**config.mk**
```make
export PLATFORM = sky130hd
export DESIGN_NAME = delay_lane
export DESIGN_NICKNAME = d
export VERILOG_FILES = /design/src/design/link_pkg.sv /design/src/design/delay_lane.sv /design/src/design/fifo_fwft.sv
export SDC_FILE = /design/constraint.sdc
export NUM_CORES = 1
export LEC_CHECK = 0
export BUFFER_PORTS_ARGS = -buffer_cell sky130_fd_sc_hd__buf_2
export CELL_PAD_IN_SITES_DETAIL_PLACEMENT = 1
export CELL_PAD_IN_SITES_GLOBAL_PLACEMENT = 1
export CORE_UTILIZATION = 55
export CTS_CLUSTER_SIZE = 30
export DETAILED_ROUTE_END_ITERATION = 16
export MAX_ROUTING_LAYER = met4
export PLACE_DENSITY = 0.86
export SYNTH_ARGS = -nofsm -noshare
export SYNTH_HDL_FRONTEND = slang
export SYNTH_SLANG_ARGS = --single-unit
```
**constraint.sdc**
```tcl
create_clock -name clk -period 5.53 [get_ports clk]
set_input_delay 0.2765 -clock clk [delete_from_list [all_inputs] [get_ports clk]]
set_output_delay 0.2765 -clock clk [all_outputs]
set_load 0.005 [all_outputs]
```
**src/design/link_pkg.sv**
```systemverilog
package link_pkg;

    // payload width of one channel word
    localparam int WIDTH = 16;

    // parallel lanes per direction
    localparam int CHANNELS = 4;

    // cycles from acceptance to release on the far side
    localparam int LATENCY = 3;

    // buffer entries per lane
    localparam int FIFO_DEPTH = 16;

    // cycle counter and release stamp width
    localparam int STAMP_WIDTH = 32;

    // register stages on the downstream-to-upstream status flags
    localparam int STATUS_DELAY = 2;

    typedef logic [WIDTH-1:0] word_t;

    // channel i sits in bits [i*WIDTH +: WIDTH]
    typedef logic [WIDTH*CHANNELS-1:0] bus_t;

    typedef logic [STAMP_WIDTH-1:0] stamp_t;

    typedef logic [CHANNELS-1:0] chan_mask_t;

endpackage
```
**src/design/delay_lane.sv**
```systemverilog
`timescale 1ns/1ps

module delay_lane (
    input  logic             clk,
    input  logic             reset,
    input  link_pkg::stamp_t now,
    input  link_pkg::word_t  in_data,
    input  logic             in_valid,
    output logic             in_ready,
    output link_pkg::word_t  out_data,
    output logic             out_valid,
    input  logic             out_ready
);

    localparam int ENTRY_W = link_pkg::WIDTH + link_pkg::STAMP_WIDTH;

    logic [ENTRY_W-1:0] entry_in;
    logic [ENTRY_W-1:0] entry_head;
    link_pkg::stamp_t   release_stamp;
    link_pkg::stamp_t   head_stamp;
    logic               fifo_full;
    logic               fifo_empty;
    logic               wr_en;
    logic               rd_en;
    logic               head_due;

    // word accepted at cycle c leaves no earlier than c + LATENCY
    assign release_stamp = now + link_pkg::stamp_t'(link_pkg::LATENCY);
    assign entry_in      = {in_data, release_stamp};

    assign in_ready = !fifo_full;
    assign wr_en    = in_valid && in_ready;

    // word and stamp travel together through the buffer
    assign {out_data, head_stamp} = entry_head;

    // head is due once its release cycle has come
    assign head_due  = !fifo_empty && (head_stamp <= now);
    assign out_valid = head_due;
    assign rd_en     = head_due && out_ready;

    fifo_fwft #(
        .DEPTH (link_pkg::FIFO_DEPTH),
        .WIDTH (ENTRY_W)
    ) u_fifo (
        .clk   (clk),
        .reset (reset),
        .wr_en (wr_en),
        .din   (entry_in),
        .rd_en (rd_en),
        .dout  (entry_head),
        .full  (fifo_full),
        .empty (fifo_empty)
    );

    // stalled output must hold its word until taken
    a_hold_when_stalled : assert property (
        @(posedge clk) disable iff (reset)
        (out_valid && !out_ready) |=> (out_valid && $stable(out_data))
    ) else $error("delay_lane: output changed while stalled");

endmodule

```
**src/design/fifo_fwft.sv**
```systemverilog
`timescale 1ns/1ps

module fifo_fwft #(
    parameter int DEPTH = 16,
    parameter int WIDTH = 8
) (
    input  logic             clk,
    input  logic             reset,
    input  logic             wr_en,
    input  logic [WIDTH-1:0] din,
    input  logic             rd_en,
    output logic [WIDTH-1:0] dout,
    output logic             full,
    output logic             empty
);

    localparam int PTR_W = (DEPTH > 1) ? $clog2(DEPTH) : 1;
    localparam int CNT_W = $clog2(DEPTH + 1);

    logic [WIDTH-1:0] mem [DEPTH];
    logic [PTR_W-1:0] wr_ptr;
    logic [PTR_W-1:0] rd_ptr;
    logic [CNT_W-1:0] count;
    logic             wr_ok;
    logic             rd_ok;

    // flags come straight from the occupancy count
    assign full  = (count == CNT_W'(DEPTH));
    assign empty = (count == '0);

    // a write into a full buffer or a read from an empty one is dropped
    assign wr_ok = wr_en && !full;
    assign rd_ok = rd_en && !empty;

    // head entry is always presented
    assign dout = mem[rd_ptr];

    always_ff @(posedge clk) begin
        if (wr_ok) begin
            mem[wr_ptr] <= din;
        end
    end

    always_ff @(posedge clk) begin
        if (reset) begin
            wr_ptr <= '0;
        end else if (wr_ok) begin
            if (wr_ptr == PTR_W'(DEPTH - 1)) begin
                wr_ptr <= '0;
            end else begin
                wr_ptr <= wr_ptr + 1'b1;
            end
        end
    end

    always_ff @(posedge clk) begin
        if (reset) begin
            rd_ptr <= '0;
        end else if (rd_ok) begin
            if (rd_ptr == PTR_W'(DEPTH - 1)) begin
                rd_ptr <= '0;
            end else begin
                rd_ptr <= rd_ptr + 1'b1;
            end
        end
    end

    // occupancy, unchanged when a read and a write meet
    always_ff @(posedge clk) begin
        if (reset) begin
            count <= '0;
        end else begin
            case ({wr_ok, rd_ok})
                2'b10:   count <= count + 1'b1;
                2'b01:   count <= count - 1'b1;
                default: count <= count;
            endcase
        end
    end

    // the user must honour the flags
    a_no_write_when_full : assert property (
        @(posedge clk) disable iff (reset)
        !(wr_en && full)
    ) else $error("fifo_fwft: write while full");

    a_no_read_when_empty : assert property (
        @(posedge clk) disable iff (reset)
        !(rd_en && empty)
    ) else $error("fifo_fwft: read while empty");

endmodule

```
==> results of run 1 <==
## routing by layer
layer | GRT usage [%] | part of all wire, %
met3 | 5.46 | 8.3
met4 | 12.2 | 3.7
met5 | - | 0
met1 | 38.4 | 38
met2 | 47.3 | 50
## through the flow
stage | setup slack (ns) | instance area, sq um | hold slack, ns | instances
floorplan | 0.487 | 31000 | 0.346 | 1369
global placement | 0.199 | 32600 | 0.504 | 2166
detailed placement | 0.00434 | 32600 | 0.507 | 2166
CTS | 0.0340 | 35000 | 0.00148 | 2307
global route | 0.0913 | 35200 | 0.0371 | 2311
finish | 0.308 | 35200 | 0.0334 | 2311
## kinds of logic (layout without fill, tap and decap cells)
logic type | after synthesis | count (layout) | synth area share, %
AO/OA/AOI/OAI | 51 | 51 | 1.12
multiplexers | 242 | 242 | 17.5
flip-flops | 785 | 785 | 75.5
adder cells (fa/ha/maj) | 43 | 43 | 1.76
AND/OR/NAND/NOR | 114 | 114 | 1.89
XOR/XNOR | 35 | 35 | 0.989
buffers and inverters | 99 | 293 | 1.28
## cells in the final DEF, fill, tap and decap left out, drive strengths merged, types with 6 or more instances in the layout
master / synthesis / final
a21o: 6 / 6
a21oi: 21 / 21
buf: 22 / 109
clkbuf: 36 / 107
clkinv: 0 / 25
dfxtp: 17 / 17
edfxtp: 768 / 768
ha: 42 / 42
inv: 41 / 45
mux4: 240 / 240
nand2: 21 / 21
nand3: 14 / 14
nand4: 14 / 14
nor2: 32 / 32
nor3: 9 / 9
nor4: 6 / 6
xnor2: 31 / 31
## timing repair
item	CTS	global route
gates cloned	0	2
hold buffers	1	0
gates resized for setup	1	6
hold endpoints to repair	1	0
setup endpoints to repair	2	2
## final timing paths
path / start / end / slack (ns)
worst max-delay path: flop / u_fifo.count[4] / 0.31
worst min register to register: u_fifo.count[4] / u_fifo.count[4] / 0.51
worst max register to register: flop / u_fifo.count[4] / 0.31
worst min-delay path: in_data[10] / u_fifo.mem[1][42] / 0.03
## critical path, cell delays in order (launching register included)
cell	delay [ns]
dfxtp_4	0.43
buf_12	0.29
mux4_2	0.58
mux4_2	0.51
ha_1	0.34
nand4_1	0.22
nor4_1	0.43
buf_4	0.19
nand2_1	0.09
a22o_1	0.33
nor3_4	0.34
ha_4	0.23
ha_1	0.27
a21o_1	0.17
a21oi_1	0.17
xor2_1	0.09
or3_1	0.31
a21oi_1	0.14
## state kept, by name, summed over array words and instances (netlist names), named ones only
name and count:
u_fifo.wr_ptr 4, u_fifo.count 5, u_fifo.rd_ptr 4, u_fifo.mem 768
## cell type report
cell class	count	area, sq um
sequential	785	23400
fill	4398	20300
multi-input combinational	485	7380
clock buffer	105	2120
tap	748	936
timing repair buffer	112	883
clock inverter	35	273
inverter	41	154
## power breakdown
group / internal (W) / leakage, nW / total, W / switching [W]
Clock: 0.00287 / 1.16 / 0.00509 / 0.00221
Combinational: 0.000985 / 2.75 / 0.00207 / 0.00108
Sequential: 0.00668 / 7.08 / 0.00675 / 0.0000667
==> run metrics, run 1 <==
status completed; ratio of cells with drive above 1 in the final layout 30.6%; syn nets 1464; clk root buf clkbuf_16; Power Density 396 nW/um^2; DR vias 15500; total wire length 80500 um; YS warnings 0; Worst Tran Pin Value 1.44 ns; Setup TNS 0 ns; initial cell density of the core 56.0%; GR Util All Layers 29.8%; Mapped Cells 1369; number of clock sinks 785; largest net degree at the start of global routing 49; DP HPWL 40500 um; routability cong. 0.810; drt first pass iters 5; Crit path required time 6.08 ns; startpoint class of the critical path flop; ANT nets after route 0; Core Area 55400 sq um; nets 1598; Tmin final 5.22 ns; vias per cell 6.71; worst-case clock buffer depth 3; Rows 86; Worst Hold Class in -> reg; final setup violating endpoints 0; most common cell in the synthesized netlist edfxtp_1; CTS tree yes; diode count 0; period utilization 94.4%; post-synthesis sequential area ratio 75.5%; Area growth syn-to-layout 13.4%; Post-synth EDFFs 768; Worst-path clk slew 0.07 ns; total congestion overflow 0; die span in x 239 um; WL/cell 34.9 um; Worst slew margin 3.32%; prevailing post-synth register cell edfxtp_1; Worst Path Arrival 5.77 ns; Synth cell types 48; Synth top cells by count edfxtp_1, mux4_2, ha_1; synthesized flop and latch total 785; ys async rst share 0%; htree depth 3; TritonCTS Buffers 78; Syn Std Cell Area 31000 sq um; Pins Over Slew Limit 0; share of the synthesized area in the top cell type 74.4%; static leakage 11.0 nW; clk_skew 0.0183 ns; height of the die 239 um; Fmax 0.191 GHz; cell count of the worst reg-to-reg path 17; initial antenna violation count 0; Post-Route Utilization 63.4%; Pwr Total 0.0139 W; final hold vios 0; crit path kind reg -> reg; peak supply drop 0.000259 V; Clk Latency, worst-skew pair 0.61 ns; DR iter-0 viols 1715; Post-CTS Setup Bufs 0; syn_area_per_cell 22.7 sq um; Die Footprint 57300 sq um; DRC Markers 0; crit end category flop; number of global-route vias before repair 16500; Hold Crit Depth 1; num ports 70; IO Port Bufs 69; first-pass GRT wire length 115000 um; main area contributors after synthesis edfxtp_1, mux4_2, ha_1, dfxtp_1, xnor2_1; MaxCap Viol Count 0; Worst Path Max Fanout 32; setup repair after global routing missed its margin no; cell accounting for the most synthesized area edfxtp_1
Note: power is estimated with default switching activity, not from simulation.
==> run 2, diff against run 1 <==
CORE_ASPECT_RATIO = 1.4   (was not set)
GPL_TIMING_DRIVEN = 0   (was not set)
==> run metrics, run 2 (same netlist as run 1, synthesis figures left out) <==
drt first pass iters 6; sw power 0.00368 W; Reg2Reg Setup Slack 0.02 ns; Die Footprint 57300 sq um; clock share of power 35.1%; Comb pwr share 16.8%; Largest regs u_fifo.mem (768), u_fifo.count (5); routability cong. 0.807; CTS tree yes; MaxCap Viol Count 0; Clk Latency, worst-skew pair 0.65 ns; cell count of the worst reg-to-reg path 17; Reg with most FFs u_fifo.mem; clk_skew 0.0453 ns; initial antenna violation count 2; first-pass GRT wire length 130000 um; Rows 102; Tmin final 5.51 ns; TritonCTS Buffers 70; initial cell density of the core 55.9%; Fmax 0.181 GHz; Pwr Total 0.0140 W; vias per cell 7.25; htree depth 3; largest net degree at the start of global routing 21; status completed; Worst Path Max Fanout 10; Net Sw Frac 26.3%; Worst Hold Class in -> reg; number of global-route vias before repair 17900; nets 1664; GR Util All Layers 33.8%; Hold Crit Depth 1; Worst Tran Pin Value 1.47 ns; Area growth syn-to-layout 15.3%; WL/cell 40.1 um; peak supply drop 0.000277 V; fillers 4402; Worst-path clk slew 0.07 ns; Worst Path Arrival 6.07 ns; final hold vios 0; crit path kind reg -> reg; die span in x 203 um; clk root buf clkbuf_16; IO Port Bufs 69; worst-case clock buffer depth 3; total wire length 94200 um; post-route insts no fill 2351; ratio of cells with drive above 1 in the final layout 33.3%; share of total power in sequential cells 48.1%; static leakage 11.3 nW; num ports 70; DP HPWL 51200 um; DR iter-0 viols 2460; dpl cells 2217; cell internal pwr 0.0103 W; crit end category flop; Core Area 55500 sq um; number of clock sinks 785; Setup WS pre-CTS -1.28 ns; DR vias 17000; DRC Markers 0; fin worst setup slack 0.0192 ns; Worst slew margin 1.58%; startpoint class of the critical path flop; height of the die 283 um; Power Density 392 nW/um^2; Hold WS 0.0124 ns; final setup violating endpoints 0; period utilization 99.7%; Pins Over Slew Limit 0; Post-Route Utilization 64.4%; most frequent cells in the layout edfxtp_1, mux4_2, buf_2, clkbuf_16, inv_1; total congestion overflow 0; most common cell after layout, fill and taps aside edfxtp_1; max FFs per register 768; Crit path required time 6.09 ns; ANT nets after route 0
==> run 2: changes by cell type in the layout (fill, tap and decap cells not counted), moves of 4 or more <==
cell / previous run / this run
buf_12: 11 / 20
buf_16: 2 / 6
buf_2: 69 / 74
buf_4: 27 / 10
buf_6: 0 / 35
buf_8: 0 / 6
clkbuf_16: 83 / 71
clkbuf_2: 0 / 10
clkbuf_4: 0 / 12
clkinv_1: 18 / 10
clkinv_2: 7 / 13
clkinv_8: 0 / 4
==> run 2: path summary, 6_finish.rpt <==
check | start | end
worst min register to register | u_fifo.count[4] | u_fifo.count[4]
worst min-delay path | in_data[10] | u_fifo.mem[6][42]
worst max-delay path | flop | u_fifo.count[4]
worst max register to register | flop | u_fifo.count[4]
==> run 2: layout make-up <==
cell class | count | area, sq um | share of cell area, %
antenna | 2 | 5.00 | 0.0140
clock buffer | 88 | 1860 | 5.20
multi-input combinational | 485 | 7390 | 20.7
tap | 728 | 911 | 2.55
clock inverter | 36 | 342 | 0.955
timing repair buffer | 129 | 1250 | 3.49
inverter | 41 | 154 | 0.430
buffer | 57 | 444 | 1.24
sequential | 785 | 23400 | 65.5
==> run 2: per-layer routing <==
metal | part of all wire, % | track usage, %
met5 | 0 | -
met2 | 50 | 54.0
met4 | 5.9 | 17.4
met1 | 34 | 41.9
met3 | 10 | 5.68
==> run 2: stage by stage <==
stage | instance area [sq um] | setup TNS [ns]
5_1_grt | 35800 | -0.0531
4_1_cts | 35600 | 0
2_1_floorplan | 31000 | 0
6_report | 35800 | 0
3_3_place_gp | 32300 | -1087.95
3_5_place_dp | 33200 | -4.90
==> run 2: what timing repair did <==
| action | CTS | global route |
|---|---|---|
| endpoints found under the hold margin | 1 | 0 |
| endpoints found under the setup margin | 8 | 2 |
| gates resized for setup | 71 | 43 |
| setup buffers | 3 | 4 |
| pin swaps | 3 | 4 |
| hold buffers | 1 | 0 |
| gates cloned | 0 | 1 |
==> run 2: worst max-delay path, cell delays in order, from the launching register on <==
cell	delay, ns
dfxtp_1	0.39
clkbuf_2	0.29
buf_2	0.48
mux4_2	0.40
mux4_2	0.53
ha_1	0.36
nand4_1	0.16
and4bb_4	0.29
a211oi_1	0.47
a22o_2	0.39
nor3_4	0.10
ha_4	0.19
fa_1	0.42
a21o_1	0.21
a21oi_1	0.18
xor2_1	0.10
or3_1	0.31
a21oi_1	0.15
==> run 2: power by group through the flow <==
| stage | clock, W | sequential (W) | combinational [W] |
|---|---|---|---|
| 3_5_place_dp | 0 | 0.00686 | 0.00207 |
| 2_1_floorplan | 0 | 0.00684 | 0.00135 |
| 6_report | 0.00491 | 0.00674 | 0.00236 |
| 3_3_place_gp | 0 | 0.00687 | 0.00190 |
| 4_1_cts | 0.00486 | 0.00673 | 0.00223 |
| 5_1_grt | 0.00507 | 0.00675 | 0.00243 |
